==> config.mk <==
export PLATFORM = sky130hd
export DESIGN_NAME = decode_stage
export DESIGN_NICKNAME = d
export VERILOG_FILES = /design/src/common/decode_pkg.sv /design/src/rtl/stage_reg.sv /design/src/decode/imm_gen.sv /design/src/decode/ctrl_gen.sv /design/src/decode/decode_stage.sv
export SDC_FILE = /design/constraint.sdc
export NUM_CORES = 1
export LEC_CHECK = 0
export BUFFER_PORTS_ARGS = -buffer_cell sky130_fd_sc_hd__buf_2
export CAP_MARGIN = 30
export CORE_MARGIN = 5
export CORE_UTILIZATION = 55
export DETAILED_ROUTE_END_ITERATION = 7
export GPL_TIMING_DRIVEN = 1
export MAX_ROUTING_LAYER = met4
export PLACE_DENSITY = 0.95
export SYNTH_ARGS = -nofsm -noshare
export SYNTH_HDL_FRONTEND = slang
export SYNTH_SLANG_ARGS = --single-unit
export TNS_END_PERCENT = 10
==> constraint.sdc <==
create_clock -name clk -period 12.25 [get_ports clk]
set_clock_uncertainty 0.15 [all_clocks]
set_input_delay 2.45 -clock clk [delete_from_list [all_inputs] [get_ports clk]]
set_output_delay 2.45 -clock clk [all_outputs]
set_load 0.02 [all_outputs]
==> src/common/decode_pkg.sv <==
// ================================================
// Decode stage package
// Shared types, encodings and packed structs for
// the RV32I decode stage and its testbench
// ================================================

package decode_pkg;

    // Basic datapath types
    typedef logic [31:0] word_t;
    typedef logic [4:0]  reg_idx_t;

    // Major opcode, instruction bits 6 down to 2
    typedef enum logic [4:0] {
        OPCODE_LOAD     = 5'b00000,
        OPCODE_MISC_MEM = 5'b00011,
        OPCODE_OP_IMM   = 5'b00100,
        OPCODE_AUIPC    = 5'b00101,
        OPCODE_STORE    = 5'b01000,
        OPCODE_AMO      = 5'b01011,
        OPCODE_OP       = 5'b01100,
        OPCODE_LUI      = 5'b01101,
        OPCODE_BRANCH   = 5'b11000,
        OPCODE_JALR     = 5'b11001,
        OPCODE_JAL      = 5'b11011,
        OPCODE_SYSTEM   = 5'b11100
    } opcode_e;

    // Immediate layout of an instruction
    typedef enum logic [2:0] {
        INSTR_FORMAT_BAD = 3'b000,
        INSTR_FORMAT_R,
        INSTR_FORMAT_I,
        INSTR_FORMAT_S,
        INSTR_FORMAT_B,
        INSTR_FORMAT_U,
        INSTR_FORMAT_J
    } instr_format_e;

    // ALU operations seen by execute
    typedef enum logic [3:0] {
        ALU_OP_ADD = 4'h0,
        ALU_OP_SUB,
        ALU_OP_SLL,
        ALU_OP_SLT,
        ALU_OP_SLTU,
        ALU_OP_XOR,
        ALU_OP_SRL,
        ALU_OP_SRA,
        ALU_OP_OR,
        ALU_OP_AND
    } alu_op_e;

    // Operand selects
    typedef enum logic [1:0] {
        ALU_OP1_SRC_RS1 = 2'b00,
        ALU_OP1_SRC_PC,
        ALU_OP1_SRC_ZERO
    } alu_op1_src_e;

    typedef enum logic [1:0] {
        ALU_OP2_SRC_RS2 = 2'b00,
        ALU_OP2_SRC_IMM,
        ALU_OP2_SRC_FOUR
    } alu_op2_src_e;

    // Writeback source for rd
    typedef enum logic {
        RD_SRC_ALU = 1'b0,
        RD_SRC_MEM = 1'b1
    } rd_src_e;

    typedef enum logic [1:0] {
        MEM_OP_NONE = 2'b00,
        MEM_OP_LOAD,
        MEM_OP_STORE
    } mem_op_e;

    // Same encoding as funct3[1:0] of loads and stores
    typedef enum logic [1:0] {
        MEM_SIZE_BYTE = 2'b00,
        MEM_SIZE_HALF = 2'b01,
        MEM_SIZE_WORD = 2'b10
    } mem_size_e;

    typedef enum logic [1:0] {
        BRANCH_NONE = 2'b00,
        BRANCH_COND,
        BRANCH_JAL,
        BRANCH_JALR
    } branch_e;

    // Same encoding as the branch funct3
    typedef enum logic [2:0] {
        CMP_OP_EQ  = 3'b000,
        CMP_OP_NE  = 3'b001,
        CMP_OP_LT  = 3'b100,
        CMP_OP_GE  = 3'b101,
        CMP_OP_LTU = 3'b110,
        CMP_OP_GEU = 3'b111
    } cmp_op_e;

    // Control bundle for execute and later stages
    typedef struct packed {
        logic         illegal;
        rd_src_e      rd_src;
        logic         rd_we;
        alu_op1_src_e alu_op1_src;
        alu_op2_src_e alu_op2_src;
        alu_op_e      alu_op;
        mem_op_e      mem_op;
        logic         mem_signed;
        mem_size_e    mem_size;
        branch_e      branch;
        cmp_op_e      cmp_op;
    } ctrl_t;

    // Packet from fetch
    typedef struct packed {
        word_t pc;
        word_t instr;
    } fetch_pkt_t;

    // Packet toward execute
    typedef struct packed {
        word_t    pc;
        reg_idx_t rd_idx;
        reg_idx_t rs1_idx;
        reg_idx_t rs2_idx;
        word_t    immediate;
        ctrl_t    ctrl;
    } decode_pkt_t;

endpackage

==> src/rtl/stage_reg.sv <==
// ================================================
// Pipeline stage register
// Valid bit with stall hold and flush clear, plus
// a payload of any packed type
// ================================================

`timescale 1ns/1ps

module stage_reg #(
    parameter type PAYLOAD_T = logic
) (
    input  logic     clk,
    input  logic     rst_n,
    input  logic     stall,
    input  logic     flush,
    input  logic     in_valid,
    input  PAYLOAD_T in_data,
    output logic     out_valid,
    output PAYLOAD_T out_data
);

    // Flush wins over the stall hold
    always_ff @(posedge clk) begin
        if (!rst_n) begin
            out_valid <= 1'b0;
        end else if (flush) begin
            out_valid <= 1'b0;
        end else if (!stall) begin
            out_valid <= in_valid;
        end
    end

    // Payload only follows the stall
    always_ff @(posedge clk) begin
        if (!stall) begin
            out_data <= in_data;
        end
    end

endmodule

==> src/decode/imm_gen.sv <==
// ================================================
// Immediate generator
// Picks the instruction format from the opcode and
// builds the sign-extended immediate
// ================================================

`timescale 1ns/1ps

module imm_gen
    import decode_pkg::*;
(
    input  word_t instr,
    output word_t imm
);

    opcode_e       opcode;
    instr_format_e instr_format;

    assign opcode = opcode_e'(instr[6:2]);

    // Unsupported opcodes map to BAD
    always_comb begin
        case (opcode)
            OPCODE_OP:                 instr_format = INSTR_FORMAT_R;
            OPCODE_LOAD, OPCODE_OP_IMM,
            OPCODE_JALR:               instr_format = INSTR_FORMAT_I;
            OPCODE_STORE:              instr_format = INSTR_FORMAT_S;
            OPCODE_BRANCH:             instr_format = INSTR_FORMAT_B;
            OPCODE_AUIPC, OPCODE_LUI:  instr_format = INSTR_FORMAT_U;
            OPCODE_JAL:                instr_format = INSTR_FORMAT_J;
            default:                   instr_format = INSTR_FORMAT_BAD;
        endcase
    end

    // Sign bit is always instr[31]
    always_comb begin
        case (instr_format)
            INSTR_FORMAT_I: imm = {{20{instr[31]}}, instr[31:20]};
            INSTR_FORMAT_S: imm = {{20{instr[31]}}, instr[31:25], instr[11:7]};
            // Branch offsets are in halfwords
            INSTR_FORMAT_B: begin
                imm = {{19{instr[31]}}, instr[31], instr[7], instr[30:25],
                       instr[11:8], 1'b0};
            end
            // Low 12 bits are zero
            INSTR_FORMAT_U: imm = {instr[31:12], 12'h000};
            INSTR_FORMAT_J: begin
                imm = {{11{instr[31]}}, instr[31], instr[19:12], instr[20],
                       instr[30:21], 1'b0};
            end
            // R and BAD have no immediate
            default:        imm = '0;
        endcase
    end

endmodule

==> src/decode/ctrl_gen.sv <==
// ================================================
// Control generator
// Decodes opcode and function fields into the
// control bundle and flags illegal instructions
// ================================================

`timescale 1ns/1ps

module ctrl_gen
    import decode_pkg::*;
(
    input  word_t instr,
    output ctrl_t ctrl
);

    opcode_e    opcode;
    logic [2:0] funct3;
    logic       funct7_b5;
    logic       rd_is_x0;
    logic       low_bits_ok;
    alu_op_e    arith_op;

    assign opcode      = opcode_e'(instr[6:2]);
    assign funct3      = instr[14:12];
    assign funct7_b5   = instr[30];
    // No write enable for x0 so hazard logic never sees it
    assign rd_is_x0    = (instr[11:7] == 5'd0);
    // Only 32-bit encodings are supported
    assign low_bits_ok = (instr[1:0] == 2'b11);

    // Shared funct3 map of OP and OP-IMM
    always_comb begin
        case (funct3)
            3'b000:  arith_op = ALU_OP_ADD;
            3'b001:  arith_op = ALU_OP_SLL;
            3'b010:  arith_op = ALU_OP_SLT;
            3'b011:  arith_op = ALU_OP_SLTU;
            3'b100:  arith_op = ALU_OP_XOR;
            3'b101:  arith_op = funct7_b5 ? ALU_OP_SRA : ALU_OP_SRL;
            3'b110:  arith_op = ALU_OP_OR;
            default: arith_op = ALU_OP_AND;
        endcase
    end

    always_comb begin
        // Zero is RS1, RS2, ADD, no memory and no branch
        ctrl = '0;
        case (opcode)
            OPCODE_OP: begin
                ctrl.rd_we       = !rd_is_x0;
                ctrl.alu_op2_src = ALU_OP2_SRC_RS2;
                // SUB only exists for register operands
                if (funct3 == 3'b000 && funct7_b5) begin
                    ctrl.alu_op = ALU_OP_SUB;
                end else begin
                    ctrl.alu_op = arith_op;
                end
            end
            OPCODE_OP_IMM: begin
                ctrl.rd_we       = !rd_is_x0;
                ctrl.alu_op2_src = ALU_OP2_SRC_IMM;
                ctrl.alu_op      = arith_op;
            end
            // Address is rs1 plus immediate
            OPCODE_LOAD: begin
                ctrl.rd_src      = RD_SRC_MEM;
                ctrl.rd_we       = !rd_is_x0;
                ctrl.alu_op2_src = ALU_OP2_SRC_IMM;
                ctrl.mem_op      = MEM_OP_LOAD;
                ctrl.mem_signed  = !funct3[2];
                ctrl.mem_size    = mem_size_e'(funct3[1:0]);
            end
            OPCODE_STORE: begin
                ctrl.alu_op2_src = ALU_OP2_SRC_IMM;
                ctrl.mem_op      = MEM_OP_STORE;
                ctrl.mem_size    = mem_size_e'(funct3[1:0]);
            end
            // Compare of rs1 and rs2 in execute
            OPCODE_BRANCH: begin
                ctrl.branch = BRANCH_COND;
                ctrl.cmp_op = cmp_op_e'(funct3);
            end
            // Link value is pc + 4
            OPCODE_JAL: begin
                ctrl.rd_we       = !rd_is_x0;
                ctrl.alu_op1_src = ALU_OP1_SRC_PC;
                ctrl.alu_op2_src = ALU_OP2_SRC_FOUR;
                ctrl.branch      = BRANCH_JAL;
            end
            OPCODE_JALR: begin
                ctrl.rd_we       = !rd_is_x0;
                ctrl.alu_op1_src = ALU_OP1_SRC_PC;
                ctrl.alu_op2_src = ALU_OP2_SRC_FOUR;
                ctrl.branch      = BRANCH_JALR;
            end
            OPCODE_LUI: begin
                ctrl.rd_we       = !rd_is_x0;
                ctrl.alu_op1_src = ALU_OP1_SRC_ZERO;
                ctrl.alu_op2_src = ALU_OP2_SRC_IMM;
            end
            OPCODE_AUIPC: begin
                ctrl.rd_we       = !rd_is_x0;
                ctrl.alu_op1_src = ALU_OP1_SRC_PC;
                ctrl.alu_op2_src = ALU_OP2_SRC_IMM;
            end
            // AMO, FENCE, SYSTEM and unknown opcodes
            default: ctrl.illegal = 1'b1;
        endcase

        // Compressed or reserved encodings
        if (!low_bits_ok) begin
            ctrl         = '0;
            ctrl.illegal = 1'b1;
        end
    end

endmodule

==> src/decode/decode_stage.sv <==
// ================================================
// RV32I decode stage
// Input register, immediate and control decode,
// then an output register toward execute
// ================================================

`timescale 1ns/1ps

module decode_stage
    import decode_pkg::*;
(
    input  logic        clk,
    input  logic        rst_n,
    input  logic        stall,
    input  logic        flush,
    input  logic        in_valid,
    input  fetch_pkt_t  in,
    output logic        out_valid,
    output decode_pkt_t out
);

    logic        dec_valid;
    fetch_pkt_t  dec_in;
    word_t       imm;
    ctrl_t       ctrl;
    decode_pkt_t dec_out;

    // Captures the fetch packet
    stage_reg #(.PAYLOAD_T(fetch_pkt_t)) u_in_reg (
        .clk      (clk),
        .rst_n    (rst_n),
        .stall    (stall),
        .flush    (flush),
        .in_valid (in_valid),
        .in_data  (in),
        .out_valid(dec_valid),
        .out_data (dec_in)
    );

    imm_gen u_imm_gen (
        .instr(dec_in.instr),
        .imm  (imm)
    );

    ctrl_gen u_ctrl_gen (
        .instr(dec_in.instr),
        .ctrl (ctrl)
    );

    // Register indexes come straight from the fixed RV32I fields
    assign dec_out = '{
        pc:        dec_in.pc,
        rd_idx:    dec_in.instr[11:7],
        rs1_idx:   dec_in.instr[19:15],
        rs2_idx:   dec_in.instr[24:20],
        immediate: imm,
        ctrl:      ctrl
    };

    // Presents the decoded packet to execute
    stage_reg #(.PAYLOAD_T(decode_pkt_t)) u_out_reg (
        .clk      (clk),
        .rst_n    (rst_n),
        .stall    (stall),
        .flush    (flush),
        .in_valid (dec_valid),
        .in_data  (dec_out),
        .out_valid(out_valid),
        .out_data (out)
    );

endmodule

### Word-level counts from Yosys, hierarchy flattened

Memory sizes are Yosys's and may differ from the RTL's. A register that Yosys moved wholly into a read port is not among the register bits.
Index checks and enable logic that the tools add are counted.

* bitwise gates (word level): 1
* reductions and logical operators: 17
* eq/ne operators: 20
* multiplexer cells: 12

Operators with widths (count)
* $pmux W32 S5: 1
* $pmux W4 S7: 1
* $eq A3 B3 Y1 const B: 6
* $eq A5 B4 Y1 const B: 3
* $eq A5 B5 Y1 const B: 3
* $eq A3 B2 Y1 const B: 4
* $pmux W2 S2: 3
* $eq A5 B3 Y1 const B: 2
* $logic_not A5 Y1: 2
* $reduce_or A9 Y1: 1
* $pmux W4 S2: 1
* $reduce_and A2 Y1: 4
* $reduce_or A7 Y1: 1
* $pmux W2 S3: 1
* $reduce_or A2 Y1: 3
* $mux W5: 1
* $reduce_or A5 Y1: 1
* $mux W4: 1
* $eq A3 B1 Y1 const B: 1
* $logic_not A3 Y1: 1
* $mux W1: 3
* $reduce_or A3 Y1: 1
* $eq A2 B2 Y1 const B: 1
* $logic_not A1 Y1: 2
* 2 further kinds: 2

* word-level logic and storage cells: 71
* memories: 1
* ROM bits: 96
* register bits: 166
* output and inout port bits: 101

Memory list
* (name not given): words 32, bits a word 3, read ports 1, clocked after Yosys merged registers in 1, wr ports 0, line imm_gen.sv:23 `case (opcode)`

### Logic depth before layout (Yosys ltp)

* depth in word-level cells: 4
* gate-level depth with buffers: 6

### Hierarchy

A second synthesis with hierarchy kept.

* cell total of the unflattened synthesis: 296
* area total of the unflattened synthesis: 5900.7 sq um

Modules (own cells, without submodules)
* stage_reg at u_out_reg: cells each 104, times used 1, sequential area each 3022.9 sq um, area each 3049.2 sq um
* stage_reg at u_in_reg: cells each 68, times used 1, sequential area each 1941.9 sq um, area each 1968.1 sq um
* imm_gen: cells each 67, times used 1, sequential area each 0.0 sq um, area each 523.0 sq um
* ctrl_gen: cells each 57, times used 1, sequential area each 0.0 sq um, area each 360.3 sq um

### Worst setup path after synthesis

OpenSTA, ideal clock, no wires.

* path type: input-to-reg
* from: input stall
* to: register u_in_reg.out_data[0] (netlist bit) (enable)
* data arrival time: 5.766 ns
* library setup time: 0.517 ns
* slack: 5.817 ns
* stages on the path: 2
* path buffers: 1
* cell sequence: buf_6 inv_1

RTL lines
* start: declaration: line decode_stage.sv:14 `input logic stall,`
* end signal: assignment: line stage_reg.sv:36 `out_data <= in_data;`
* end: declaration: line stage_reg.sv:19 `output PAYLOAD_T out_data`

No word-level cell between the ends.

### Final worst setup path

* from: input stall
* to: register u_out_reg.out_data[43] (netlist bit) (enable)

RTL lines (line)
* end signal: assignment: stage_reg.sv:36
* end: declaration: stage_reg.sv:19

No word-level cell between the ends.

==> run metrics <==
post-route ant nets=0; grt total ovfl=0; Final Cycle Share=0.3206; CP max stage delay=0.48 ns; Area contributors post-synth=edfxtp_1 (81%), a21oi_1 (1.6%), dfxtp_1 (1.6%), a21o_1 (1.4%), and2_1 (1.2%); std cell rows=38; clk sinks=169; DIE HEIGHT=115.1 um; routing usage on met3=0.05684; M2 GR Usage=0.3368; design area=0.007654 mm^2; cell taking the most area after synthesis=edfxtp_1; P_leak=about 3.1 nW; R2R depth=3; Final Hold Viols=0; register area share after synthesis=0.8275; maximum clock frequency=about 250 MHz; Clock Pin Slew Worst Setup and Hold Paths=0.07 ns; Seq cells post-synth=169; # DRC=0; critical path type=in2reg; wirelength, routed=12.54 mm; DR vias=3525; Final Slew Violations=0; routing usage on met1=0.2278; final non-filler cell total=656; Die ar.=approximately 0.013 mm^2; Min-Delay Path Class=reg2reg; max_cap viols=0; clk_lat worst skew=0.53 ns; Starting Density=0.5601; Max H-tree Level=4; worst slew pin tran=~0.73 ns; layout cell share with drive strength beyond 1=0.4089; CP max FO=73; initial antenna violation count=0; GPL Wtd Cong=0.8187; hpwl dp=8.758 mm; Primary FF master, synth=edfxtp_1; Post-DP Area=around 0.007 mm^2; number of global-route vias before repair=around 3.6k; antenna cells=0; Startpoint Class=primary input; Post-Syn Area=0.006072 mm^2; Port Buf Inserts=about 170; Syn Area/Cell=18.46 um^2; drt first pass iters=5; min cycle time layout=3.927 ns; Power Dens Cells=179.2 mW/mm^2; DR vias/cell=between 5 and 6; Core Area=0.01084 mm^2; R2R Path End=u_out_reg.out_data[48]; hold depth=0; highest-delay cell along the critical path=inv_6; die width=about 120 um; DP Cell Count=624; Inserted Clock Buffers=17; Yosys top cell area share=0.8110; Max VDD drop=0.1736 mV; status=completed; CP required=roughly 12 ns; Final nets=roughly 570; GR Util All Layers=0.2004; WHS Endpoint=u_out_reg.out_data[76]; Avg WL per Cell=19.12 um; post-CTS resize count=0; worst path cell trace=buf_2, inv_6, buf_4, buf_16; syn nets=400; number of enable flip-flop cells after synthesis=164; Iter 0 DRT Violations=239; clock root buffer=clkbuf_8; CTS tree=yes; Slew HR=0.5106; number of warnings issued by yosys=0; Final setup viols=0; R2R setup slack=10.29 ns; maximum number of pins on one net before global-route repair=74; worst r2r src=u_imm_gen.instr_format[0]; GR peak layer=met2; Util after Layout=0.7060; Synth Instances=around 330; maximum clock insertion buffer count=2; first-pass GRT wire length=roughly 19 mm; Setup Buffers After CTS=0; asr flop ratio synth=0; min-delay src=u_in_reg.out_data[40]; Fin Setup TNS=0 ns; synth unique cells=40; CTS Hold Bufs=0; Layout area overhead=26.05%; Ports=170; Crit. End Element=register; RSZ-0062 raised after global routing=no; WP data arrival=3.97 ns
## state kept, by name, summed over array words and instances (netlist names)
| register | cells |
|---|---|
| u_out_reg.out_data | 100 |
| u_in_reg.out_data | 64 |
| u_imm_gen.instr_format | 3 |
| u_in_reg.out_valid | 1 |
| u_out_reg.out_valid | 1 |
## worst max-delay path: cells and delay by family
family                 cells  cell delay [ns]
buffers and inverters      4             1.45
## stage by stage
step	hold slack (ns)	setup WS, ns	power [mW]
after CTS	0.2655	8.358	1.382
final	0.2614	8.323	1.372
after global placement	0.2502	7.610	0.8280
after global routing	0.2750	8.265	1.421
after detailed placement	0.2545	7.789	0.8376
after floorplan	0.2503	5.817	0.7909
## kinds of logic after synthesis
group | after synthesis | synth area share
simple gates | 62 | 0.05955
fa+ha+maj | 2 | 0.004121
mux | 11 | 0.02081
flops | 169 | 0.8275
compound gates | 64 | 0.06944
buf+inv | 21 | 0.01855
## cell type report
type | count | area (um^2)
multi-input cells | 139 | 934.6
inverters | 5 | 23.77
flip-flops and latches | 169 | 5025
fillers | 692 | 3187
clock buffers | 18 | 417.9
repair buffers | 171 | 880.8
well taps | 140 | 175.2
clock inverters | 14 | 196.4
## per-layer routing
| layer | vias to the layer above | wire [um] |
|---|---|---|
| li1 | 1623 | - |
| met1 | 1699 | 4737 |
| met2 | 181 | 6514 |
| met3 | 22 | 1052 |
| met4 | 0 | 235 |
| met5 | - | 0 |
## placed cells by master, fill, tap and decap left out, types with 2 or more instances in the layout
cell,instances
edfxtp_1,164
nor2_1,16
inv_6,3
buf_2,169
nand2_1,8
nor2b_1,6
a22o_1,8
mux2_4,3
clkinvlp_4,2
a211oi_1,4
o22ai_1,9
nor3_1,3
nand2b_1,4
nand3_1,3
a21o_1,11
a211o_1,2
ha_1,2
and2_1,12
a21oi_1,20
inv_1,4
mux2i_1,7
clkbuf_16,16
bufinv_16,4
o21ai_0,5
clkinv_4,4
dfxtp_1,5
nand3b_1,2
## power breakdown
group	internal, mW	total (mW)	switching (mW)
sequential	0.684	0.709	0.0251
clock	0.332	0.546	0.213
combinational	0.0427	0.117	0.0740
total	1.06	1.37	0.313
## Yosys cell counts (6+ instances only)
| library cell | count |
|---|---|
| edfxtp_1 | 164 |
| a21oi_1 | 20 |
| nor2_1 | 16 |
| and2_1 | 12 |
| a21o_1 | 11 |
| o22ai_1 | 9 |
| a22o_1 | 8 |
| nand2_1 | 8 |
| mux2i_1 | 7 |
| buf_2 | 6 |
| nor2b_1 | 6 |
## how the worst max path moves through the flow
| stage | from | depth (start not counted) | slack [ns] | end |
|---|---|---|---|---|
| 6_report | stall | 4 | 8.32 | u_out_reg.out_data[43] |
| 5_1_grt | stall | 4 | 8.27 | u_out_reg.out_data[26] |
| 4_1_cts | stall | 4 | 8.36 | u_in_reg.out_data[28] |
| 3_5_place_dp | stall | 4 | 7.79 | u_out_reg.out_data[44] |
| 3_3_place_gp | stall | 3 | 7.61 | u_out_reg.out_data[42] |
| 2_1_floorplan | stall | 2 | 5.82 | u_in_reg.out_data[0] |
Note: power is estimated with default switching activity, not from simulation.
